### src/include/merge_defs.svh
/*
 * Build constants for the lane merge unit
 *   lane and field counts
 *   field, meta and merge count widths
 *   FIFO depth and almost-full threshold
 */
`ifndef MERGE_DEFS_SVH
`define MERGE_DEFS_SVH

// Response lanes feeding one merge
`define MERGE_NUM_LANES   4
// Data fields per packet, never fewer than the lane count
`define MERGE_NUM_FIELDS  6

`define MERGE_FIELD_W     32
`define MERGE_META_W      16
`define MERGE_COUNT_W     16

// Shared by lane FIFOs and the output FIFO
`define MERGE_FIFO_DEPTH  16
`define MERGE_PROG_THRESH 8

`endif

### src/hw/merge_pkg.sv
/*
 * Types of the lane merge unit
 *   engine payload and engine packet
 *   kernel descriptor with merge count
 *   merge configuration with lane mask
 *   sequencer state encoding
 */
`include "merge_defs.svh"

package merge_pkg;

    // ----------------------------------------
    // Engine packets
    // ----------------------------------------
    typedef struct packed {
        logic [`MERGE_META_W-1:0]                         meta;
        logic [`MERGE_NUM_FIELDS-1:0][`MERGE_FIELD_W-1:0] field;
    } engine_payload_t;

    typedef struct packed {
        logic            valid;
        engine_payload_t payload;
    } engine_packet_t;

    // ----------------------------------------
    // Run setup
    // ----------------------------------------
    // Number of merged packets for one run
    typedef struct packed {
        logic                      valid;
        logic [`MERGE_COUNT_W-1:0] count;
    } merge_descriptor_t;

    // One mask bit per lane, bit 0 is lane 0
    typedef struct packed {
        logic                        valid;
        logic [`MERGE_NUM_LANES-1:0] mask;
    } merge_config_t;

    typedef enum logic [2:0] {
        IDLE,
        CFG_REQ,
        CFG_WAIT,
        START,
        BUSY,
        PAUSE,
        DRAIN,
        DONE
    } merge_state_t;

endpackage : merge_pkg

### src/hw/merge_control_fsm.sv
/*
 * Merge sequencer
 *   descriptor capture and configuration request
 *   mask capture with lane 0 always enabled
 *   run, pause on output almost-full, drain and done
 *   merge counting against the descriptor count
 */
`include "merge_defs.svh"

module merge_control_fsm (
    input  logic                          ap_clk,
    input  logic                          areset_generator,
    input  merge_pkg::merge_descriptor_t  descriptor,
    input  merge_pkg::merge_config_t      cfg,
    input  logic                          merge_fire,
    input  logic                          out_almost_full,
    input  logic                          lanes_empty,
    input  logic                          out_drained,
    output logic                          cfg_req,
    output logic [`MERGE_NUM_LANES-1:0]   run_mask,
    output logic                          merge_active,
    output merge_pkg::merge_state_t       state,
    output logic                          done
);

import merge_pkg::*;

merge_state_t              next_state;
logic [`MERGE_COUNT_W-1:0] target_count;
logic [`MERGE_COUNT_W-1:0] fire_count;
logic                      last_fire;
logic                      buffers_empty;

// The final merge of the run, leaves BUSY or PAUSE in the next cycle
assign last_fire     = merge_fire && (fire_count == target_count - 1'b1);
assign buffers_empty = lanes_empty && out_drained;

// ----------------------------------------
// State register
// ----------------------------------------
always_ff @(posedge ap_clk) begin
    if (areset_generator) begin
        state <= IDLE;
    end else begin
        state <= next_state;
    end
end

always_comb begin
    next_state = state;
    case (state)
        IDLE: begin
            if (descriptor.valid) begin
                next_state = CFG_REQ;
            end
        end
        CFG_REQ:  next_state = CFG_WAIT;
        CFG_WAIT: begin
            if (cfg.valid) begin
                next_state = START;
            end
        end
        // Zero count has nothing to merge
        START:    next_state = (target_count == '0) ? DRAIN : BUSY;
        BUSY: begin
            if (last_fire) begin
                next_state = DRAIN;
            end else if (out_almost_full) begin
                next_state = PAUSE;
            end
        end
        PAUSE: begin
            if (last_fire) begin
                next_state = DRAIN;
            end else if (!out_almost_full) begin
                next_state = BUSY;
            end
        end
        DRAIN: begin
            if (buffers_empty) begin
                next_state = DONE;
            end
        end
        DONE:     next_state = IDLE;
        default:  next_state = IDLE;
    endcase
end

// ----------------------------------------
// Run parameters and merge count
// ----------------------------------------
always_ff @(posedge ap_clk) begin
    if (state == IDLE && descriptor.valid) begin
        target_count <= descriptor.count;
    end
end

always_ff @(posedge ap_clk) begin
    if (areset_generator) begin
        fire_count <= '0;
        run_mask   <= '1;
    end else begin
        if (state == IDLE && descriptor.valid) begin
            fire_count <= '0;
        end else if (merge_fire) begin
            fire_count <= fire_count + 1'b1;
        end
        if (state == CFG_WAIT && cfg.valid) begin
            run_mask    <= cfg.mask;
            // Lane 0 always supplies meta
            run_mask[0] <= 1'b1;
        end
    end
end

assign cfg_req      = (state == CFG_REQ);
assign merge_active = (state == START) || (state == BUSY) || (state == PAUSE);
assign done         = ((state == IDLE) || (state == DONE)) && buffers_empty;

endmodule : merge_control_fsm

### config.mk
export PLATFORM = sky130hd
export DESIGN_NAME = merge_control_fsm
export DESIGN_NICKNAME = d
export VERILOG_FILES = /design/src/hw/merge_pkg.sv /design/src/hw/merge_control_fsm.sv
export VERILOG_INCLUDE_DIRS = /design/src /design/src/include
export SDC_FILE = /design/constraint.sdc
export NUM_CORES = 1
export LEC_CHECK = 0
export BUFFER_PORTS_ARGS = -buffer_cell sky130_fd_sc_hd__clkbuf_2
export CELL_PAD_IN_SITES_DETAIL_PLACEMENT = 1
export CELL_PAD_IN_SITES_GLOBAL_PLACEMENT = 2
export CORE_MARGIN = 2
export CORE_UTILIZATION = 30
export DETAILED_ROUTE_END_ITERATION = 10
export PLACE_DENSITY_LB_ADDON = 0.1
export SLEW_MARGIN = 20
export SYNTH_ARGS = -nofsm -noshare
export SYNTH_HDL_FRONTEND = slang
export SYNTH_SLANG_ARGS = --single-unit
### constraint.sdc
create_clock -name ap_clk -period 4.2 [get_ports ap_clk]
set_clock_uncertainty 0.15 [all_clocks]
set_input_delay 0.84 -clock ap_clk [delete_from_list [all_inputs] [get_ports ap_clk]]
set_output_delay 0.84 -clock ap_clk [all_outputs]
set_load 0.005 [all_outputs]
==> results.toml <==
[timing]
finalCriticalPeriod_ns = 2.92
setup_viol_count_final = 0
fin_ws_ns = 1.28
slew_viol_final = 0
worst_pin_slew_ns = 0.625
fin_tns_setup_ns = 0
fmax_mhz = 343
rsz0062_at_grt = "no"
slew_headroom = 0.580
hold_violations = 0
period_share = 0.694

[grt]
met3_usage = 0.0332
grt_pass1_vias = 1620
grt_max_degree = 18
antenna_found_initial = 0
use_met2 = 0.221
grt_overflow = 0
grt_pass1_wl_mm = 7.78
grt.busiest_layer = "met2"
grt_usage = 0.134
grtUsageMet1 = 0.171

[clocking]
postCtsSetupBuffers = 0
cts_sinks = 38
cts_max_path_buffers = 2
cts_root_buffer = "clkbuf_8"
cts_tree = "built"
clock_insertion_delay_worst_skew_ns = 0.29
cts_hold_buf = 0
path_clk_slew_ns = 0.08
cts_htree_levels = 2
cts-buffers-inserted = 5
cts_resized = 0

[place]
gp_congestion = 0.708
numPortBuffers = 35
dpl.hpwl_mm = 3.52
dp_cells = 316
dp_slack_ns = 1.24

[final_layout]
layoutNonFillerInstCount = 324
layout.nets = 273
syn2layout_area_growth_pct = 16.5
n_antenna_cell = 0
layout_commonest_cell = "clkbuf_2"
register_area_um2 = 921
layout.cells.most_common_list = "35 x clkbuf_2, 26 x nor2_1, 22 x dfxtp_1, 21 x xor2_1"
multiInputGateArea_um2 = 1100
drive_gt1_frac = 0.230
nFillCells = 773

[setup_path]
cp-startpoint = "target_count[7]"
worstPathRequired_ns = 4.29
critPathMaxStageDelay_ns = 0.68
critPathArrivalTime_ns = 3.01
endpoint_kind = "flop"
crit_slowest_cell = "or4_1"
worstSetupPathType = "reg -> reg"
r2r-start = "target_count[7]"
crit_fanout = 4
cp-start-kind = "flop"
path_cells = "or4_1, nor4b_1, nand2_1, xnor2_1, nor4_4, nand4_2, a211oi_2, o211a_1"

[detailed_routing]
drt-vias-per-instance = 4.77
wl_mm = 4.45
firstDrtPassIters = 4
antenna_left = 0
post_drt_wl_per_cell_um = 13.7
remaining_drc_errors = 0
vias = 1547
drt_first_iter_violations = 31

[floorplan]
core_um2 = 6720
die-area_um2 = 7550
die_h_um = 86.9
ioPinCount = 38
die-width_um = 86.9
start_util = 0.307
num_rows = 30

[power]
ir_worst_vdd_mv = 0.190
leakage_nw = 0.906
p_per_area_nw_per_um2 = 433

[yosys]
synthSimpleGateAreaFrac = 0.262
syn-instance-count = 209
synth_seq_cells = 38
synth_mux_area_frac = 0.0152
synth-xor-area-share = 0.157
synth_area_um2 = 2060
ys_warn_count = 0
synth_flop_cell = "dfxtp_1"
synth_edf_count = 16
ys_seq_area_frac = 0.447
synth_top_family_by_area = "simple AND/OR/NAND/NOR gates"
syn_nets = 239
synthAdderAreaFrac = 0.0121
async_flop_share = 0
synth_compound_area_frac = 0.0801
avgSynthCellArea_um2 = 9.86
synth.distinct_cells = 47

[worst_hold_path]
min-delay-start = "fire_count[1]"
hold_path_class = "reg -> reg"

[status]
status = "complete, no violations"

[flow_run]
drv_cap = 0
-- routing by layer --
metal,up-vias,share of wire
met5,-,0
met3,4,0.034
met1,712,0.49
met4,0,0.013
met2,26,0.47
li1,805,-
-- registers in the layout, summed over array words and instances, names as in the netlist --
name	flops
run_mask	3
state	3
fire_count	16
target_count	16
-- cells in the mapped netlist, drive strengths merged (3+ instances only) --
| cell type | n | share of area |
|---|---|---|
| nand2 | 12 | 0.022 |
| nor3 | 8 | 0.022 |
| dfxtp | 22 | 0.21 |
| a211o | 3 | 0.013 |
| and3 | 4 | 0.012 |
| o21ai | 6 | 0.016 |
| xor2 | 21 | 0.089 |
| a21oi | 7 | 0.017 |
| edfxtp | 16 | 0.23 |
| nand2b | 4 | 0.012 |
| nor4 | 4 | 0.027 |
| xnor2 | 16 | 0.068 |
| nor2 | 26 | 0.047 |
| or3 | 3 | 0.0091 |
| nand4 | 6 | 0.021 |
| clkbuf | 7 | 0.013 |
| nand3 | 7 | 0.017 |
| nor4b | 4 | 0.020 |
| nor2b | 4 | 0.012 |
| inv | 3 | 0.0055 |
-- through the flow --
stage	total power, mW	util	cell area, um^2	hold slack, ns
floorplan	0.710	-	2060	0.348
CTS	1.06	0.357	2400	0.435
finish	1.04	0.357	2400	0.431
global route	1.12	0.357	2400	0.464
global placement	0.801	0.344	2310	0.403
detailed placement	0.803	0.344	2310	0.413
-- path summary, 6_finish.rpt --
| check | cells after the start | slack, ns | to |
|---|---|---|---|
| min | 2 | 0.43 | fire_count[1] |
| min reg2reg | 2 | 0.43 | fire_count[1] |
| max reg2reg | 8 | 1.28 | state[1] |
| max | 8 | 1.28 | state[1] |
-- power breakdown --
part,internal (mW),switching [mW]
Sequential,0.451,0.0770
Combinational,0.125,0.134
Clock,0.117,0.137
-- critical path: cells and delay by family (launching register included) --
kind,cells,cell delay (ns)
and+or+nand+nor,5,1.70
xor gates and xnor gates,1,0.17
DFF,1,0.47
AOI/OAI and AO/OA,2,0.38
-- final cells by class --
cell class,count,share of cell area
Multi-Input combinational cell,159,0.456
Sequential cell,38,0.384
Timing Repair Buffer,36,0.0761
Tap cell,80,0.0417
Clock buffer,5,0.0287
Clock inverter,3,0.00886
Inverter,3,0.00469
-- logic make-up after synthesis --
family / count (synthesis)
AOI/OAI and AO/OA: 23
other: 1
buffers and inverters: 12
muxes: 3
and+or+nand+nor: 93
xor gates and xnor gates: 37
adders and majority gates: 2
DFF: 38
Power figures use the tool's default switching activity.
