File: src/include/merge_defs.svh
/*
 * Build constants for the lane merge unit
 *   lane and field counts
 *   field, meta and merge count widths
 *   FIFO depth and almost-full threshold
 */
`ifndef MERGE_DEFS_SVH
`define MERGE_DEFS_SVH

// Response lanes feeding one merge
`define MERGE_NUM_LANES   4
// Data fields per packet, never fewer than the lane count
`define MERGE_NUM_FIELDS  6

`define MERGE_FIELD_W     32
`define MERGE_META_W      16
`define MERGE_COUNT_W     16

// Shared by lane FIFOs and the output FIFO
`define MERGE_FIFO_DEPTH  16
`define MERGE_PROG_THRESH 8

`endif

File: src/hw/merge_pkg.sv
/*
 * Types of the lane merge unit
 *   engine payload and engine packet
 *   kernel descriptor with merge count
 *   merge configuration with lane mask
 *   sequencer state encoding
 */
`include "merge_defs.svh"

package merge_pkg;

    // ----------------------------------------
    // Engine packets
    // ----------------------------------------
    typedef struct packed {
        logic [`MERGE_META_W-1:0]                         meta;
        logic [`MERGE_NUM_FIELDS-1:0][`MERGE_FIELD_W-1:0] field;
    } engine_payload_t;

    typedef struct packed {
        logic            valid;
        engine_payload_t payload;
    } engine_packet_t;

    // ----------------------------------------
    // Run setup
    // ----------------------------------------
    // Number of merged packets for one run
    typedef struct packed {
        logic                      valid;
        logic [`MERGE_COUNT_W-1:0] count;
    } merge_descriptor_t;

    // One mask bit per lane, bit 0 is lane 0
    typedef struct packed {
        logic                        valid;
        logic [`MERGE_NUM_LANES-1:0] mask;
    } merge_config_t;

    typedef enum logic [2:0] {
        IDLE,
        CFG_REQ,
        CFG_WAIT,
        START,
        BUSY,
        PAUSE,
        DRAIN,
        DONE
    } merge_state_t;

endpackage : merge_pkg

File: src/hw/sync_fifo.sv
/*
 * Synchronous first-word-fall-through FIFO
 *   circular buffer with read and write pointers
 *   occupancy count driving empty, full and almost-full
 */
`include "merge_defs.svh"

module sync_fifo #(
    parameter int DEPTH       = `MERGE_FIFO_DEPTH,
    parameter int PROG_THRESH = `MERGE_PROG_THRESH,
    parameter int WIDTH       = $bits(merge_pkg::engine_payload_t)
) (
    input  logic             ap_clk,
    input  logic             areset_generator,
    input  logic [WIDTH-1:0] din,
    input  logic             push,
    input  logic             pop,
    output logic [WIDTH-1:0] dout,
    output logic             empty,
    output logic             full,
    output logic             almost_full
);

localparam int AW = (DEPTH > 1) ? $clog2(DEPTH) : 1;
localparam int CW = $clog2(DEPTH + 1);

logic [WIDTH-1:0] mem [DEPTH];
logic [AW-1:0]    wr_ptr;
logic [AW-1:0]    rd_ptr;
logic [CW-1:0]    count;
logic             do_push;
logic             do_pop;

// Wraps at DEPTH so any depth works, not only powers of two
function automatic logic [AW-1:0] ptr_next(input logic [AW-1:0] ptr);
    if (ptr == AW'(DEPTH - 1)) begin
        return '0;
    end
    return ptr + 1'b1;
endfunction

// Overflow and underflow requests are dropped
assign do_push = push && !full;
assign do_pop  = pop && !empty;

// ----------------------------------------
// Storage
// ----------------------------------------
always_ff @(posedge ap_clk) begin
    if (do_push) begin
        mem[wr_ptr] <= din;
    end
end

// Head word straight from the array
assign dout = mem[rd_ptr];

// ----------------------------------------
// Pointers and occupancy
// ----------------------------------------
always_ff @(posedge ap_clk) begin
    if (areset_generator) begin
        wr_ptr <= '0;
        rd_ptr <= '0;
        count  <= '0;
    end else begin
        if (do_push) begin
            wr_ptr <= ptr_next(wr_ptr);
        end
        if (do_pop) begin
            rd_ptr <= ptr_next(rd_ptr);
        end
        case ({do_push, do_pop})
            2'b10:   count <= count + 1'b1;
            2'b01:   count <= count - 1'b1;
            default: count <= count;
        endcase
    end
end

assign empty       = (count == '0);
assign full        = (count == CW'(DEPTH));
assign almost_full = (count >= CW'(PROG_THRESH));

endmodule : sync_fifo

File: config.mk
export PLATFORM = sky130hd
export DESIGN_NAME = sync_fifo
export DESIGN_NICKNAME = d
export VERILOG_FILES = /design/src/hw/merge_pkg.sv /design/src/hw/sync_fifo.sv
export VERILOG_INCLUDE_DIRS = /design/src /design/src/include
export SDC_FILE = /design/constraint.sdc
export NUM_CORES = 2
export LEC_CHECK = 0
export BUFFER_PORTS_ARGS = -buffer_cell sky130_fd_sc_hd__buf_4
export CAP_MARGIN = 20
export CORE_ASPECT_RATIO = 1.4
export CORE_MARGIN = 1.5
export CORE_UTILIZATION = 25
export CTS_CLUSTER_DIAMETER = 200
export DETAILED_ROUTE_END_ITERATION = 10
export SETUP_SLACK_MARGIN = 0.1
export SKIP_LAST_GASP = 1
export SLEW_MARGIN = 20
export SYNTH_ARGS = -nofsm -noshare
export SYNTH_HDL_FRONTEND = slang
export SYNTH_SLANG_ARGS = --single-unit
File: constraint.sdc
create_clock -name ap_clk -period 40.8 [get_ports ap_clk]
set_input_delay 0 -clock ap_clk [delete_from_list [all_inputs] [get_ports ap_clk]]
set_output_delay 0 -clock ap_clk [all_outputs]
set_load 0.02 [all_outputs]
==> reports/qor.yml <==
outcome: "finished clean"
synth-seq-cells: 3345
detailedPlace.worstSlack_ns: 34.08
row_count: 306
crit_buf_inv: 6
fin_cells: 13100
power.leakage_uw: 0.0459
cap_viol_max_count: 0
fp.dieW_um: 600
yosysSeqAreaShare: 0.803
synth_top_family_by_area: "multiplexers"
path_clk_slew_ns: 0.06
max_freq_mhz: 138
cp-start-kind: "register"
period_share: 0.177
first_global_vias: 63400
slew_viol_final: 0
die_h_um: 839
worst_slack_ns: 33.58
cts-resized-gates: 0
crit_path_frequent_cell: "buf_12"
placed_cells: 12100
drt_first_pass_iters: 5
drt_iter0_markers: 5485
fill_cells: 47500
post-dp-hpwl_um: 176000
yosys_warnings: 0
path_cells: "buf_6 -> buf_12 -> buf_12 -> buf_12 -> buf_4 -> mux4_2 -> a22oi_1 -> nand2_1 -> buf_4"
synth_xor_area_frac: 0.000351
cts_buffer_depth: 4
setup_viol_count_final: 0
min_path_cells: 2
ctsHoldBuffers: 418
cp_slowest_cell: "dfxtp_4"
hold_violations: 0
synth_compound_area_frac: 0.0248
powerDensity_nw_per_um2: 55.8
worstPathRequired_ns: 40.80
rsz0062_at_grt: "no"
start_util: 0.251
vias: 59500
place.gp.congestion: 0.707
drt_wl_total_um: 332000
arrival_ns: 7.22
drive_gt1_frac: 0.290
crit_cells: 9
antenna_left: 0
grt_overflow_total: 0
cts_tree: "yes"
cp_top_family: "buffers and inverters"
critical_path.endpoint_type: "primary output"
avgSynthCellArea_um2: 24.0
io-pin-count: 423
root_buffer: "clkbuf_16"
drcViolationCount: 0
syn_to_final_growth_pct: 20.9
yosysUniqueCellTypes: 43
reg2reg_depth: 8
hold_path_class: "primary input to register"
io_buffers: 422
max-slew-margin-rel: 0.226
grt_first_pass_wirelength_um: 470000
setup_tns_ns: 0
synthMuxAreaShare: 0.150
core-area_um2: 497000
synth_simple_gate_area_frac: 0.00910
worstSetupPathType: "register to primary output"
synth_nets: 5426
hold_ws_ns: 0.0616
htreeDepth: 5
grt_max_degree: 111
critPathMaxFanout: 110
wire_per_inst_um: 25.3
numCtsBuffers: 323
synth_fa_ha_area_frac: 0.000802
finalNetCount: 6433
viasPerCell: 4.53
post_cts_buffers: 0
skew_ns: 0.0820
clk_latency_ns: 0.97
placed_cell_area_um2: 136000
min_period_ns: 7.22
worst_pin_slew_ns: 1.16
die-area_um2: 504000
slowest_delay_ns: 0.95
syn_area_um2: 125000
ir_worst_vdd_v: 0.0000446
netlist_instances: 5206
antenna_found_initial: 60
clock_sinks: 3345
track_usage: 0.129
stdcell_area_um2: 151000
-- kinds of logic after synthesis --
kind of cell               count (synthesis)
muxes                                    836
xor gates and xnor gates                   5
buffers and inverters                    292
and+or+nand+nor                          280
DFF                                     3345
adders and majority gates                  8
AOI/OAI and AO/OA                        440
-- cell type report --
class                   count  area [µm²]  area share
multi-input cells        1569       23300       0.155
clock inverters           208        2050      0.0136
repair buffers            968        8550      0.0567
inverters                   6        23.8    0.000158
diodes                     21        52.6    0.000348
flip-flops and latches   3345      100000       0.665
well taps                6622        8290      0.0549
clock buffers             381        8320      0.0551
-- per-layer routing --
metal | track usage | wire [µm]
met4 | 0.0412 | 10400
met2 | 0.237 | 176000
met3 | 0.0194 | 19200
met1 | 0.154 | 126000
met5 | 0 | 103
-- synth_stat cells, drive strengths merged --
library cell  instances  area share
edfxtp             3328        0.80
mux4                832        0.15
a22oi               266       0.016
buf                 152      0.0069
o22ai               150      0.0075
nand2               147      0.0044
clkbuf              134      0.0040
nor2                 97      0.0029
dfxtp                17      0.0027
a21oi                10     0.00040
ha                    8     0.00080
nand2b                7     0.00035
nor2b                 7     0.00035
nor3                  6     0.00024
inv                   5     0.00015
o21ai                 5     0.00023
nand3                 4     0.00016
xor2                  4     0.00028
mux2i                 3     0.00024
or2                   3     0.00015
and2                  2     0.00010
o211ai                2     0.00016
or4                   2     0.00012
a2111oi               1    0.000070
a211o                 1    0.000070
a21o                  1    0.000060
a311o                 1    0.000080
and3                  1    0.000050
and3b                 1    0.000070
clkinv                1    0.000040
mux2                  1    0.000090
nor4                  1    0.000050
o2111ai               1    0.000070
o21a                  1     0.00012
o32ai                 1    0.000070
or3                   1    0.000050
or3b                  1    0.000070
xnor2                 1    0.000070
-- worst paths after layout --
path,startpoint,to,slack (ns)
worst max register to register,count[1]$_SDFFE_PP0P_,mem[13][183]$_DFFE_PP_,35.40
worst min register to register,wr_ptr[1]$_SDFFE_PP0P_,wr_ptr[1]$_SDFFE_PP0P_,0.52
worst min-delay path,din[119],mem[15][119]$_DFFE_PP_,0.06
worst max-delay path,register,dout[185],33.58
-- stage by stage --
step	util	power, µW
detailed placement	0.274	5550
floorplan	-	5050
CTS	0.304	8540
global placement	0.274	5530
global route	0.304	8730
finish	0.304	8410
-- power by group --
| group | leakage [µW] | switching, µW | total (µW) | internal, µW |
|---|---|---|---|---|
| Sequential | 0.0302 | 35.7 | 3910 | 3870 |
| Combinational | 0.0107 | 844 | 1560 | 720 |
| Clock | 0.00502 | 1320 | 2940 | 1620 |
-- sequential cells by signal, indices dropped and copies added (netlist names), named ones only --
register  count
wr_ptr        4
rd_ptr        4
mem        3328
count         5
-- worst reg2reg max path, cell delays in order, from the launching register on --
cell	delay (ns)
dfxtp_1	0.46
or4_1	0.31
o21a_4	0.20
nand2_1	0.22
nor2_4	0.75
buf_4	0.72
buf_4	0.68
buf_4	0.59
buf_4	0.95
-- placed cells by master (no fill, tap or decap), types with 6 or more instances in the layout --
| master | instances |
|---|---|
| a21oi_1 | 10 |
| dfxtp_1 | 14 |
| buf_12 | 18 |
| clkinv_2 | 55 |
| clkbuf_1 | 57 |
| o22ai_1 | 150 |
| clkinvlp_4 | 12 |
| clkinv_16 | 12 |
| clkinv_8 | 6 |
| clkbuf_16 | 324 |
| edfxtp_1 | 3328 |
| dlygate4sd3_1 | 418 |
| clkinv_1 | 77 |
| diode_2 | 21 |
| buf_4 | 529 |
| clkinv_4 | 7 |
| ha_1 | 8 |
| nor2_4 | 14 |
| nand2_1 | 145 |
| bufinv_16 | 22 |
| mux4_2 | 832 |
| a22oi_1 | 266 |
| inv_6 | 10 |
| nor2_1 | 83 |
Note: power is estimated with default switching activity, not from simulation.
