==> src/include/merge_defs.svh <==
/*
 * Build constants for the lane merge unit
 *   lane and field counts
 *   field, meta and merge count widths
 *   FIFO depth and almost-full threshold
 */
`ifndef MERGE_DEFS_SVH
`define MERGE_DEFS_SVH

// Response lanes feeding one merge
`define MERGE_NUM_LANES   4
// Data fields per packet, never fewer than the lane count
`define MERGE_NUM_FIELDS  6

`define MERGE_FIELD_W     32
`define MERGE_META_W      16
`define MERGE_COUNT_W     16

// Shared by lane FIFOs and the output FIFO
`define MERGE_FIFO_DEPTH  16
`define MERGE_PROG_THRESH 8

`endif

==> src/hw/merge_pkg.sv <==
/*
 * Types of the lane merge unit
 *   engine payload and engine packet
 *   kernel descriptor with merge count
 *   merge configuration with lane mask
 *   sequencer state encoding
 */
`include "merge_defs.svh"

package merge_pkg;

    // ----------------------------------------
    // Engine packets
    // ----------------------------------------
    typedef struct packed {
        logic [`MERGE_META_W-1:0]                         meta;
        logic [`MERGE_NUM_FIELDS-1:0][`MERGE_FIELD_W-1:0] field;
    } engine_payload_t;

    typedef struct packed {
        logic            valid;
        engine_payload_t payload;
    } engine_packet_t;

    // ----------------------------------------
    // Run setup
    // ----------------------------------------
    // Number of merged packets for one run
    typedef struct packed {
        logic                      valid;
        logic [`MERGE_COUNT_W-1:0] count;
    } merge_descriptor_t;

    // One mask bit per lane, bit 0 is lane 0
    typedef struct packed {
        logic                        valid;
        logic [`MERGE_NUM_LANES-1:0] mask;
    } merge_config_t;

    typedef enum logic [2:0] {
        IDLE,
        CFG_REQ,
        CFG_WAIT,
        START,
        BUSY,
        PAUSE,
        DRAIN,
        DONE
    } merge_state_t;

endpackage : merge_pkg

==> src/hw/output_stage.sv <==
/*
 * Output stage
 *   output FIFO for merged packets
 *   holding register toward the consumer with back-pressure
 */
module output_stage (
    input  logic                       ap_clk,
    input  logic                       areset_generator,
    input  merge_pkg::engine_packet_t  merged,
    input  logic                       out_ready,
    output merge_pkg::engine_packet_t  out_pkt,
    output logic                       out_almost_full,
    output logic                       out_drained
);

import merge_pkg::*;

engine_payload_t fifo_head;
logic            fifo_empty;
logic            fifo_pop;

// Load when the register is free or handed over this cycle
assign fifo_pop = !fifo_empty && (!out_pkt.valid || out_ready);

sync_fifo u_out_fifo (
    .ap_clk           (ap_clk),
    .areset_generator (areset_generator),
    .din              (merged.payload),
    .push             (merged.valid),
    .pop              (fifo_pop),
    .dout             (fifo_head),
    .empty            (fifo_empty),
    .full             (),
    .almost_full      (out_almost_full)
);

// ----------------------------------------
// Holding register
// ----------------------------------------
always_ff @(posedge ap_clk) begin
    if (fifo_pop) begin
        out_pkt.payload <= fifo_head;
    end
    if (areset_generator) begin
        out_pkt.valid <= 1'b0;
    end else if (fifo_pop) begin
        out_pkt.valid <= 1'b1;
    end else if (out_ready) begin
        out_pkt.valid <= 1'b0;
    end
end

assign out_drained = fifo_empty && !out_pkt.valid;

endmodule : output_stage

==> src/hw/sync_fifo.sv <==
/*
 * Synchronous first-word-fall-through FIFO
 *   circular buffer with read and write pointers
 *   occupancy count driving empty, full and almost-full
 */
`include "merge_defs.svh"

module sync_fifo #(
    parameter int DEPTH       = `MERGE_FIFO_DEPTH,
    parameter int PROG_THRESH = `MERGE_PROG_THRESH,
    parameter int WIDTH       = $bits(merge_pkg::engine_payload_t)
) (
    input  logic             ap_clk,
    input  logic             areset_generator,
    input  logic [WIDTH-1:0] din,
    input  logic             push,
    input  logic             pop,
    output logic [WIDTH-1:0] dout,
    output logic             empty,
    output logic             full,
    output logic             almost_full
);

localparam int AW = (DEPTH > 1) ? $clog2(DEPTH) : 1;
localparam int CW = $clog2(DEPTH + 1);

logic [WIDTH-1:0] mem [DEPTH];
logic [AW-1:0]    wr_ptr;
logic [AW-1:0]    rd_ptr;
logic [CW-1:0]    count;
logic             do_push;
logic             do_pop;

// Wraps at DEPTH so any depth works, not only powers of two
function automatic logic [AW-1:0] ptr_next(input logic [AW-1:0] ptr);
    if (ptr == AW'(DEPTH - 1)) begin
        return '0;
    end
    return ptr + 1'b1;
endfunction

// Overflow and underflow requests are dropped
assign do_push = push && !full;
assign do_pop  = pop && !empty;

// ----------------------------------------
// Storage
// ----------------------------------------
always_ff @(posedge ap_clk) begin
    if (do_push) begin
        mem[wr_ptr] <= din;
    end
end

// Head word straight from the array
assign dout = mem[rd_ptr];

// ----------------------------------------
// Pointers and occupancy
// ----------------------------------------
always_ff @(posedge ap_clk) begin
    if (areset_generator) begin
        wr_ptr <= '0;
        rd_ptr <= '0;
        count  <= '0;
    end else begin
        if (do_push) begin
            wr_ptr <= ptr_next(wr_ptr);
        end
        if (do_pop) begin
            rd_ptr <= ptr_next(rd_ptr);
        end
        case ({do_push, do_pop})
            2'b10:   count <= count + 1'b1;
            2'b01:   count <= count - 1'b1;
            default: count <= count;
        endcase
    end
end

assign empty       = (count == '0);
assign full        = (count == CW'(DEPTH));
assign almost_full = (count >= CW'(PROG_THRESH));

endmodule : sync_fifo

==> config.mk <==
export PLATFORM = sky130hd
export DESIGN_NAME = output_stage
export DESIGN_NICKNAME = d
export VERILOG_FILES = /design/src/hw/merge_pkg.sv /design/src/hw/output_stage.sv /design/src/hw/sync_fifo.sv
export VERILOG_INCLUDE_DIRS = /design/src /design/src/include
export SDC_FILE = /design/constraint.sdc
export NUM_CORES = 2
export LEC_CHECK = 0
export BUFFER_PORTS_ARGS = -buffer_cell sky130_fd_sc_hd__buf_4
export CAP_MARGIN = 20
export CORE_ASPECT_RATIO = 1.75
export CORE_MARGIN = 2
export CORE_UTILIZATION = 35
export DETAILED_ROUTE_END_ITERATION = 6
export GPL_ROUTABILITY_DRIVEN = 0
export GPL_TIMING_DRIVEN = 0
export HOLD_SLACK_MARGIN = 0.08
export PLACE_DENSITY_LB_ADDON = 0.05
export SYNTH_ARGS = -nofsm -noshare
export SYNTH_HDL_FRONTEND = slang
export SYNTH_SLANG_ARGS = --single-unit
==> constraint.sdc <==
create_clock -name ap_clk -period 19.3 [get_ports ap_clk]
set_clock_uncertainty 0.15 [all_clocks]
set_input_delay 0.965 -clock ap_clk [delete_from_list [all_inputs] [get_ports ap_clk]]
set_output_delay 0.965 -clock ap_clk [all_outputs]
set_load 0.02 [all_outputs]
==> reports/qor.yml <==
outcome:
  status: "finished with violations"
  violations: "DRC"
synthesis:
  syn_inst: 5402
  ys_seq_area_share_pct: 81.52
  netlist_area_um2: 130600
  synth_largest_area_cell: "edfxtp_1"
  synth_commonest_cells: "3536 x edfxtp_1, 832 x mux4_2, 417 x o22ai_1"
  synthMostInstantiatedCell: "edfxtp_1"
  async_flop_share_pct: 0
  synth_nets: 5623
  synthFlopType: "edfxtp_1"
  synth_edf_count: 3536
  synth_area_leaders: "edfxtp_1 81%, mux4_2 14%, o22ai_1 2.0%"
  ys_ff_latch: 3550
  postSynthAreaPerCell_um2: 24.18
  synth_cell_type_count: 42
  yosys_warnings: 0
  yosysTopAreaCellShare_pct: 81.30
floorplan:
  core-area_um2: 371500
  ioPinCount: 423
  start_util_pct: 35.16
  die_x_um: 465.8
  die_h_um: 812.1
  design.die.area_um2: 378200
  std_cell_rows: 296
place:
  post-dp-hpwl_um: 257000
  portBuffers: 421
timing:
  tightestPinTransition_ps: 1093
  hold_violations: 0
  finalSetupViolCount: 0
  slew_headroom_pct: 27.12
  fin_worst_hold_slack_ps: 188.4
  rsz0062_at_grt: "no"
  fin_crit_ps: 4210
  min_period_over_period_pct: 21.81
  fin_tns_setup_ps: 0
  max_freq_mhz: 237.6
  finalMaxSlewViolations: 0
power_and_ir_drop:
  vdd_drop_max_mv: 0.1030
  p_per_area_nw_per_um2: 135.2
  cellLeakagePower_nw: 48.39
clock_network:
  cts_root_buf: "clkbuf_16"
  cts_buffers: 348
  clk_latency_ps: 910
  clk_pin_slew_ps: 60
  cts_tree: "built"
  cts_buffer_depth: 4
  hold_buffers: 0
  cts_setup_buffers: 0
  ctsHtreeMaxLevel: 5
  clock_sinks: 3550
  cts_resized: 0
cells_and_area:
  final_layout_size_suffix_gt1_share_pct: 32.05
  ff_latch_area_um2: 106500
  multiInputGateArea_um2: 22920
  nets: 6703
  fill_cells: 32230
  syn_to_final_growth_pct: 19.50
grt:
  grt.total_usage_pct: 20.27
  antenna_found_initial: 77
  grt-ovfl-total: 0
  grt_pass1_wl_um: 533700
  grt_max_degree: 28
  grt_pass1_vias: 66900
setup_path:
  worst_path_largest_cell_delay_ps: 870
  path_common_cell: "buf_2"
  cp-start-kind: "flop"
  cp-end-kind: "flop"
  cp_data_arrival_time_ps: 4670
  crit_type: "reg -> reg"
  cp_max_fo: 10
  crit_required_ps: 19760
  crit_path_top_delay_cell: "buf_1"
  cp_cell_sequence: "buf_2 -> nand2b_1 -> buf_2 -> buf_1 -> clkbuf_1 -> o22ai_1 -> nor2_1"
min_path:
  hp-class: "in -> reg"
detailed_routing:
  wl_per_cell_um: 32.96
  first_pass_iters: 7
  drcViolationCount: 78
  detail_route.vias_per_cell: 5.247
  vias: 61340
  ant_nets: 0
  drt_iter0_drc: 4973
  routed_wl_um: 385200
flow_run:
  maxCapViolations: 0
## path summary, 6_finish.rpt
path                                      from                                end  slack [ps]  cells past startpoint
max          u_out_fifo.rd_ptr[2]$_SDFFE_PP0P_             out_pkt[202]$_DFFE_PP_       15090                      7
max reg2reg  u_out_fifo.rd_ptr[2]$_SDFFE_PP0P_             out_pkt[202]$_DFFE_PP_       15090                      7
min                                merged[175]  u_out_fifo.mem[14][175]$_DFFE_PP_         190                      1
min reg2reg   u_out_fifo.count[3]$_SDFFE_PP0P_   u_out_fifo.count[3]$_SDFFE_PP0P_         420                      2
## power by group
| group | switching (mW) | leakage (nW) | total (mW) | internal [mW] |
|---|---|---|---|---|
| clock | 2.93 | 5.24 | 6.65 | 3.72 |
| combinational | 3.03 | 11.0 | 5.18 | 2.15 |
| sequential | 0.180 | 32.2 | 9.28 | 9.10 |
| total | 6.14 | 48.4 | 21.1 | 15.0 |
## cell usage in the layout (no fill, tap or decap), drive strengths merged, types with 14 or more instances in the layout
cell type,instances
edfxtp,3536
buf,926
mux4,832
clkbuf,527
o22ai,417
nor2,229
clkinv,138
bufinv,25
diode,24
dfxtp,14
## cell type report
type | instances | area share (%)
Sequential cell | 3550 | 68.22
Buffer | 288 | 0.8482
Antenna cell | 24 | 0.03848
Multi-Input combinational cell | 1558 | 14.68
Clock inverter | 181 | 0.9717
Timing Repair Buffer | 730 | 5.360
Clock buffer | 435 | 5.925
Inverter | 6 | 0.01443
Tap cell | 4917 | 3.942
## metrics by stage
stage	area, µm²	utilization (%)	total power [mW]	std cells	setup slack (ps)
6_report	156100	42.01	21.11	11690	15090
5_1_grt	156000	42.00	21.97	11670	14990
4_1_cts	156000	42.00	21.54	11670	14890
3_5_place_dp	145200	39.10	14.84	11050	14680
3_3_place_gp	139900	37.67	14.19	10740	-21840
2_1_floorplan	130600	-	12.59	5402	2686
## routing by layer
layer | share of wire (%) | global-route usage (%) | up-vias
li1 | - | - | 25530
met1 | 38 | 24.36 | 33800
met2 | 54 | 37.14 | 1411
met3 | 5.4 | 4.020 | 530
met4 | 2.3 | 4.702 | 68
met5 | 0.11 | 0 | -
## kinds of logic (layout without fill, tap and decap cells)
logic type / after synthesis / after routing / synth area share [%]
buf+inv: 294 / 1640 / 1.028
fa+ha+maj: 9 / 9 / 0.08622
flops: 3550 / 3550 / 81.52
compound gates: 436 / 436 / 2.107
other cells: 0 / 24 / 0
simple gates: 271 / 271 / 0.8431
mux: 837 / 837 / 14.39
xor+xnor: 5 / 5 / 0.03353
## sequential cells by signal (all words and copies together), names as in the netlist
register	flops
u_out_fifo.mem	3328
u_out_fifo.rd_ptr	4
u_out_fifo.wr_ptr	4
out_pkt	209
u_out_fifo.count	5
## critical path: cells and delay by family (launching register included)
| family | cells | cell delay [ps] |
|---|---|---|
| simple gates | 2 | 720 |
| flops | 1 | 300 |
| buf+inv | 4 | 2510 |
| compound gates | 1 | 230 |
Power figures use the tool's default switching activity.
