==> src/include/merge_defs.svh <==
/*
 * Build constants for the lane merge unit
 *   lane and field counts
 *   field, meta and merge count widths
 *   FIFO depth and almost-full threshold
 */
`ifndef MERGE_DEFS_SVH
`define MERGE_DEFS_SVH

// Response lanes feeding one merge
`define MERGE_NUM_LANES   4
// Data fields per packet, never fewer than the lane count
`define MERGE_NUM_FIELDS  6

`define MERGE_FIELD_W     32
`define MERGE_META_W      16
`define MERGE_COUNT_W     16

// Shared by lane FIFOs and the output FIFO
`define MERGE_FIFO_DEPTH  16
`define MERGE_PROG_THRESH 8

`endif

==> src/hw/merge_pkg.sv <==
/*
 * Types of the lane merge unit
 *   engine payload and engine packet
 *   kernel descriptor with merge count
 *   merge configuration with lane mask
 *   sequencer state encoding
 */
`include "merge_defs.svh"

package merge_pkg;

    // ----------------------------------------
    // Engine packets
    // ----------------------------------------
    typedef struct packed {
        logic [`MERGE_META_W-1:0]                         meta;
        logic [`MERGE_NUM_FIELDS-1:0][`MERGE_FIELD_W-1:0] field;
    } engine_payload_t;

    typedef struct packed {
        logic            valid;
        engine_payload_t payload;
    } engine_packet_t;

    // ----------------------------------------
    // Run setup
    // ----------------------------------------
    // Number of merged packets for one run
    typedef struct packed {
        logic                      valid;
        logic [`MERGE_COUNT_W-1:0] count;
    } merge_descriptor_t;

    // One mask bit per lane, bit 0 is lane 0
    typedef struct packed {
        logic                        valid;
        logic [`MERGE_NUM_LANES-1:0] mask;
    } merge_config_t;

    typedef enum logic [2:0] {
        IDLE,
        CFG_REQ,
        CFG_WAIT,
        START,
        BUSY,
        PAUSE,
        DRAIN,
        DONE
    } merge_state_t;

endpackage : merge_pkg

==> src/hw/merge_collector.sv <==
/*
 * Lane collector
 *   per-lane holding flags and pop decisions
 *   discard of heads on masked-off lanes
 *   assembly register and merged packet push
 */
`include "merge_defs.svh"

module merge_collector (
    input  logic                          ap_clk,
    input  logic                          areset_generator,
    input  merge_pkg::engine_payload_t    lane_head [`MERGE_NUM_LANES],
    input  logic [`MERGE_NUM_LANES-1:0]   lane_empty,
    input  logic [`MERGE_NUM_LANES-1:0]   run_mask,
    input  logic                          merge_active,
    input  logic                          out_almost_full,
    output logic [`MERGE_NUM_LANES-1:0]   lane_pop,
    output merge_pkg::engine_packet_t     merged,
    output logic                          merge_fire
);

import merge_pkg::*;

logic [`MERGE_NUM_LANES-1:0]  held;
logic                         all_held;
logic [`MERGE_NUM_FIELDS-1:0] from_lane;
engine_payload_t              asm_q;

// ----------------------------------------
// Pop decisions
// ----------------------------------------
always_comb begin
    for (int i = 0; i < `MERGE_NUM_LANES; i++) begin
        if (run_mask[i]) begin
            // One head per merge, and none while the output backs up
            lane_pop[i] = merge_active && !lane_empty[i] && !held[i] && !out_almost_full;
        end else begin
            // Masked-off lanes are drained
            lane_pop[i] = merge_active && !lane_empty[i];
        end
    end
end

// Disabled lanes count as held
assign all_held   = &(held | ~run_mask);
assign merge_fire = merge_active && all_held;

always_ff @(posedge ap_clk) begin
    if (areset_generator) begin
        held <= '0;
    end else if (!merge_active || merge_fire) begin
        held <= '0;
    end else begin
        for (int i = 0; i < `MERGE_NUM_LANES; i++) begin
            if (lane_pop[i] && run_mask[i]) begin
                held[i] <= 1'b1;
            end
        end
    end
end

// ----------------------------------------
// Assembly
// ----------------------------------------
// Field j taken from lane j, only for enabled lanes above lane 0
always_comb begin
    from_lane = '0;
    for (int j = 1; j < `MERGE_NUM_LANES; j++) begin
        from_lane[j] = run_mask[j];
    end
end

always_ff @(posedge ap_clk) begin
    // lane 0 brings meta, field 0, high fields and the fields of disabled lanes
    if (lane_pop[0]) begin
        asm_q.meta <= lane_head[0].meta;
        for (int j = 0; j < `MERGE_NUM_FIELDS; j++) begin
            if (!from_lane[j]) begin
                asm_q.field[j] <= lane_head[0].field[j];
            end
        end
    end
    for (int i = 1; i < `MERGE_NUM_LANES; i++) begin
        if (lane_pop[i] && run_mask[i]) begin
            asm_q.field[i] <= lane_head[i].field[0];
        end
    end
end

// Push goes out the cycle after the last required pop
assign merged = '{valid: merge_fire, payload: asm_q};

endmodule : merge_collector

==> config.mk <==
export PLATFORM = sky130hd
export DESIGN_NAME = merge_collector
export DESIGN_NICKNAME = d
export VERILOG_FILES = /design/src/hw/merge_pkg.sv /design/src/hw/merge_collector.sv
export VERILOG_INCLUDE_DIRS = /design/src /design/src/include
export SDC_FILE = /design/constraint.sdc
export NUM_CORES = 1
export LEC_CHECK = 0
export ABC_AREA = 1
export BUFFER_PORTS_ARGS = -buffer_cell sky130_fd_sc_hd__buf_2
export CAP_MARGIN = 20
export CORE_AREA = 3 3 414 416
export DETAILED_ROUTE_END_ITERATION = 10
export DIE_AREA = 0 0 417 419
export MAX_ROUTING_LAYER = met4
export SLEW_MARGIN = 20
export SYNTH_ARGS = -nofsm -noshare
export SYNTH_HDL_FRONTEND = slang
export SYNTH_SLANG_ARGS = --single-unit
==> constraint.sdc <==
create_clock -name ap_clk -period 3.69 [get_ports ap_clk]
set_clock_uncertainty 0.2 [all_clocks]
set_input_delay 0.369 -clock ap_clk [delete_from_list [all_inputs] [get_ports ap_clk]]
set_output_delay 0.369 -clock ap_clk [all_outputs]
set_load 0.01 [all_outputs]
==> results of run 1 <==
==> layer usage <==
metal / wire (µm) / vias up / track usage
met5: 0 / - / -
li1: - / 4314 / -
met2: 41900 / 557 / 0.158
met1: 28900 / 4685 / 0.0937
met3: 7370 / 128 / 0.0329
met4: 2900 / 0 / 0.0293
==> state kept, by name (all words and copies together), names as in the netlist <==
signal,flops
held,4
merged,208
==> layout make-up <==
type	instances	share of cell area
Timing Repair Buffer	832	0.314
Tap cell	2204	0.152
Multi-Input combinational cell	422	0.109
Inverter	106	0.0222
Clock buffer	34	0.0410
Clock inverter	17	0.0100
Antenna cell	15	0.00207
Sequential cell	212	0.349
==> cell usage after synthesis, drive strengths merged <==
master,count,area share
clkbuf,9,0.0037
edfxtp,208,0.69
o21ai,8,0.0044
nor3,1,0.00055
a31oi,4,0.0028
nand4,96,0.066
buf,43,0.037
nand3,3,0.0058
nor2,108,0.051
inv,106,0.044
nand2,202,0.085
dfxtp,4,0.0089
==> how the worst min path moves through the flow <==
stage,start,end,slack [ns],depth (start not counted)
2_1_floorplan,held[0],held[0],0.26,2
3_3_place_gp,held[0],held[0],0.27,2
3_5_place_dp,held[0],held[0],0.29,2
4_1_cts,lane_head[682],merged[58],0.002,5
5_1_grt,lane_head[713],merged[89],0.05,5
6_report,lane_head[702],merged[78],0.05,5
==> power by group through the flow <==
stage | sequential, mW | combinational (mW) | clock, mW
3_3_place_gp | 2.91 | 0.904 | 0
2_1_floorplan | 3.00 | 0.207 | 0
5_1_grt | 2.88 | 1.25 | 3.02
6_report | 2.87 | 1.16 | 2.82
4_1_cts | 2.87 | 1.20 | 2.94
3_5_place_dp | 2.91 | 0.906 | 0
==> critical path, cell delays in order <==
cell           delay, ns
dlygate4sd3_1       0.56
buf_2               0.16
inv_1               0.05
nand2_1             0.08
nor2_4              0.08
buf_4               0.35
nand3_4             0.47
o21ai_0             0.21
buf_2               0.18
==> per-stage QoR <==
stage,cells,hold WS [ns],worst slack (ns)
final,3842,0.0489,0.580
after global routing,3838,0.0506,0.449
after detailed placement,3488,0.290,0.967
after floorplan,792,0.259,-0.126
after global placement,3488,0.275,1.00
after CTS,3826,0.00213,0.627
==> cell families after synthesis <==
logic type,count (synthesis),synth area share
simple gates,410,0.208
flops,212,0.700
buf+inv,158,0.0849
compound gates,12,0.00719
==> reports/results.txt, run 1 <==
Die height - 419 µm
P_int - 4.88 mW
Final Max Slew Viols - 0
Seq cells post-synth - 212
Total CTS buffers - 28
Synth Area per Inst - 11.4 µm²
Core Box Area - 0.168 mm²
Area after DPL - 0.0143 mm²
Area of the multi-input gates - 0.00198 mm²
Maximum VDD drop - 338 µV
Final hold violations - 0
Share of cells above drive strength 1 - 0.378
Final Util - 0.108
Outcome - finished, final reports clean
Max-Cap Viols - 0
P_leak - 7.37 nW
Pwr dens - 378 mW/mm²
First-pass detailed-route iteration total - 5
CP endpoint - lane_pop[1]
IO Port Bufs - 529
P&R area growth vs syn - 100%
Number of global-route vias before repair - 9,362
WP data required - 3.12 ns
Net Count, Synth - 1,636
Final ANT Viol Nets - 0
Fin crit share - 0.843
Clock power frac - 0.411
Syn. warnings - 0
Worst-path maximum fanout - 34
Post-synthesis sequential area ratio - 0.700
Worst R2R Start - held[0]
Switching share of total power - 0.288
Final HPWL DP - 68.6 mm
Nets - 2,446
I/O pins - 1,058
Root Driver - clkbuf_16
R2R cell count - 7
Clock Tree Buf Depth - 3
Slew headroom - 0.453
Die X - 417 µm
Most common cell after layout, fill and taps aside - buf_2
Total gr overflow - 0
Crit path kind - in -> out
Global Route Usage Sum - 0.0903
Initial DRC count - 819
Startpoint Class - input pin
Drt total wl - 81.2 mm
Die area - 0.175 mm²
Avg WL per Cell - 21.1 µm
Via density - 2.52
H-tree levels - 1
Mapped Cells - 792
Comb power frac - 0.170
Reg2reg end - merged[55]
Syn Std Cell Area - 0.00904 mm²
Crit end category - output port
Storage cell area - 0.00633 mm²
FILL cells - 19,200
Number of different library cells in the post-synthesis netlist - 19
Pwr Total - 6.85 mW
Drt drc - 0
Slew @ Worst Pin - 0.821 ns
Setup violations, final - 0
CTS sink cnt - 212
Initial antenna violation count - 58
CTS Hold Bufs - 287
Final instance area - 0.0181 mm²
NetSw - 1.97 mW
Tmin final - 3.11 ns
Setup bufs post-CTS - 0
Setup TNS - 0 ns
GPL Wtd Cong - 0.845
CTS tree - yes
Via Count - 9,684
Clk pin slew, worst setup/hold paths - 0.06 ns
Worst path arrival time - 2.54 ns
Row cnt - 150
Unrepaired setup endpoints after global routing - false
Worst setup startpoint - lane_empty[1]
Most frequent cells in the layout - 529 x buf_2, 287 x dlygate4sd3_1, 208 x edfxtp_1, 201 x nand2_1, 103 x inv_1
Flop pwr share - 0.419
R2R Setup Slk - 0.94 ns
Initial Util - 0.0540
Post-CTS sizing - 0
Peak Freq - 0.322 GHz
Worst Hold Class - in -> reg
Global-route wire length before repair - 98.5 mm
Largest net degree at the start of global routing - 59
Clk Latency, worst-skew pair - 0.61 ns
(Power assumes the default switching activity.)
==> inputs of run 2 (changes only) <==
==> constraint.sdc (replaced) <==
create_clock -name ap_clk -period 2.5 [get_ports ap_clk]
set_clock_uncertainty 0.2 [all_clocks]
set_input_delay 0.25 -clock ap_clk [delete_from_list [all_inputs] [get_ports ap_clk]]
set_output_delay 0.25 -clock ap_clk [all_outputs]
set_load 0.01 [all_outputs]
==> run 2 against run 1 <==
  * Final cell count grew 1.3%
  * Sequential power rose by 48%
  * Via count up 2.6%
  * Core utilization increased by 0.41 points
  * Worst hold slack lost 0.0023 ns
  * Die area unchanged
  * Setup slack worse by 0.49 ns
  * Sequential share of layout area decreased by 1.3 points
  * Critical endpoint is now merged[40]
  * Largest power group is now the clock network
==> reports/results.txt, run 2 (synthesis results as in run 1) <==
Clk Latency, worst-skew pair - 0.61 ns (about the same)
Core Box Area - 0.168 mm² (unchanged)
Via density - 2.55 (+1.2%)
Global Route Usage Sum - 0.0908 (+0.000501)
Clk pin slew, worst setup/hold paths - 0.06 ns (about the same)
Drt total wl - 81.8 mm (+0.79%)
Final Max Slew Viols - 0 (unchanged)
Unrepaired setup endpoints after global routing - false
Avg WL per Cell - 21.0 µm (-0.53%)
Worst path arrival time - 2.70 ns (+0.16 ns)
Crit end category - flip-flop
Die area - 0.175 mm² (unchanged)
Slew headroom - 0.600 (+0.147)
Max-Cap Viols - 0 (unchanged)
Number of global-route vias before repair - 9,576 (+2.3%)
Die height - 419 µm (unchanged)
Outcome - finished, final reports clean
Worst-path maximum fanout - 32 (-5.9%)
Clock Tree Buf Depth - 3 (unchanged)
Share of cells above drive strength 1 - 0.377 (-0.00108)
Final HPWL DP - 68.4 mm (-0.25%)
Most frequent cells in the layout - 529 x buf_2, 325 x dlygate4sd3_1, 208 x edfxtp_1, 201 x nand2_1, 103 x inv_1
Via Count - 9,932 (+2.6%)
Worst Hold Class - in -> reg
Initial Util - 0.0540 (unchanged)
P&R area growth vs syn - 108%
Setup violations, final - 0 (unchanged)
Maximum VDD drop - 534 µV (+58%)
Final hold violations - 0 (unchanged)
Root Driver - clkbuf_16
Most common cell after layout, fill and taps aside - buf_2
P_leak - 7.70 nW (+4.5%)
Tmin final - 2.41 ns
Nets - 2,501 (+2.2%)
Crit path kind - reg -> reg
Fin crit share - 0.962
Total gr overflow - 0 (unchanged)
Pwr dens - 564 mW/mm² (+49%)
Largest net degree at the start of global routing - 51 (-14%)
Drt drc - 0 (unchanged)
GPL Wtd Cong - 0.853 (+1.0%)
Placed cells - 3,500 (+0.34%)
Peak Freq - 0.416 GHz
Final ANT Viol Nets - 0 (unchanged)
H-tree levels - 1 (unchanged)
CTS tree - yes
Initial antenna violation count - 74 (+28%)
WP data required - 2.80 ns (-0.32 ns)
WHS - 0.0466 ns (-0.00232 ns)
Startpoint Class - flip-flop
Total CTS buffers - 28 (unchanged)
Global-route wire length before repair - 99.4 mm (+0.85%)
Die X - 417 µm (unchanged)
Finished Layout Cells - 3,893 (+1.3%)
Slew @ Worst Pin - 0.600 ns (-0.221 ns)
I/O pins - 1,058 (unchanged)
First-pass detailed-route iteration total - 7 (+2)
Initial DRC count - 794 (-3.1%)
Worst setup margin - 0.0945 ns (-0.486 ns)
Largest register FFs - 208 (unchanged)
Post-place setup slack - 0.477 ns (-0.490 ns)
Row cnt - 150 (unchanged)
FILL cells - 19,200 (-0.25%)
CTS sink cnt - 212 (unchanged)
IO Port Bufs - 529 (unchanged)
[run 2: cell count changes in the layout (fill, tap and decap cells not counted), sizes merged]
cell and change:
clkbuf -3, bufinv +4, clkinvlp +1, nand3 +1, dlygate4sd3 +38, buf +16
diode -4, clkinv -2
[run 2: through the flow]
step / area (µm²) / utilization / power, mW / TNS [ns]
finish: 18800 / 0.112 / 10.6 / 0
global route: 18800 / 0.112 / 11.0 / 0
CTS: 18800 / 0.112 / 10.8 / 0
detailed placement: 14500 / 0.0863 / 5.66 / 0
global placement: 14500 / 0.0863 / 5.65 / 0
floorplan: 9050 / - / 4.73 / -84.33
[run 2: worst max-delay path, cell delays in order (launching register included)]
cell and delay, ns:
dfxtp_1 0.35, nor2_4 0.15, buf_6 0.29, nand4_1 0.11
dlygate4sd3_1 0.58, nand2_1 0.07, dlygate4sd3_1 0.54
[run 2: routing by layer]
layer / global-route usage / routed length (µm)
met1: 0.0998 / 30400
met2: 0.146 / 38600
met3: 0.0269 / 6610
met4: 0.0542 / 6160
met5: - / 0
[run 2: path summary, 6_finish.rpt]
check | from | endpoint | slack (ns) | depth (start not counted)
worst max register to register | held[1] | merged[40] | 0.09 | 6
worst min register to register | held[2] | merged[64] | 0.59 | 4
worst max-delay path | held[1] | merged[40] | 0.09 | 6
worst min-delay path | run_mask[2] | merged[64] | 0.05 | 4
[run 2: cell type report]
cell class | instances | area (µm²) | share of cell area
flip-flops and latches | 212 | 6330 | 0.336
well taps | 2204 | 2760 | 0.147
clock inverters | 20 | 290 | 0.0154
inverters | 106 | 404 | 0.0215
clock buffers | 31 | 712 | 0.0378
multi-input cells | 423 | 1990 | 0.106
repair buffers | 886 | 6310 | 0.335
diodes | 11 | 27.5 | 0.00146
[run 2: repair_timing]
| action | CTS | global route |
|---|---|---|
| hold buffers | 327 | 1 |
| pin swaps | 0 | 1 |
| resized for setup | 0 | 4 |
| cloned | 1 | 0 |
| setup buffers | 1 | 4 |
| hold endpoints to repair | 212 | 1 |
| endpoints found under the setup margin | 2 | 9 |
[run 2: report_power, final]
part,leakage (nW),switching [mW],internal (mW)
logic,5.38,1.01,0.761
clock network,0.485,1.91,2.69
registers,1.84,0.0790,4.16
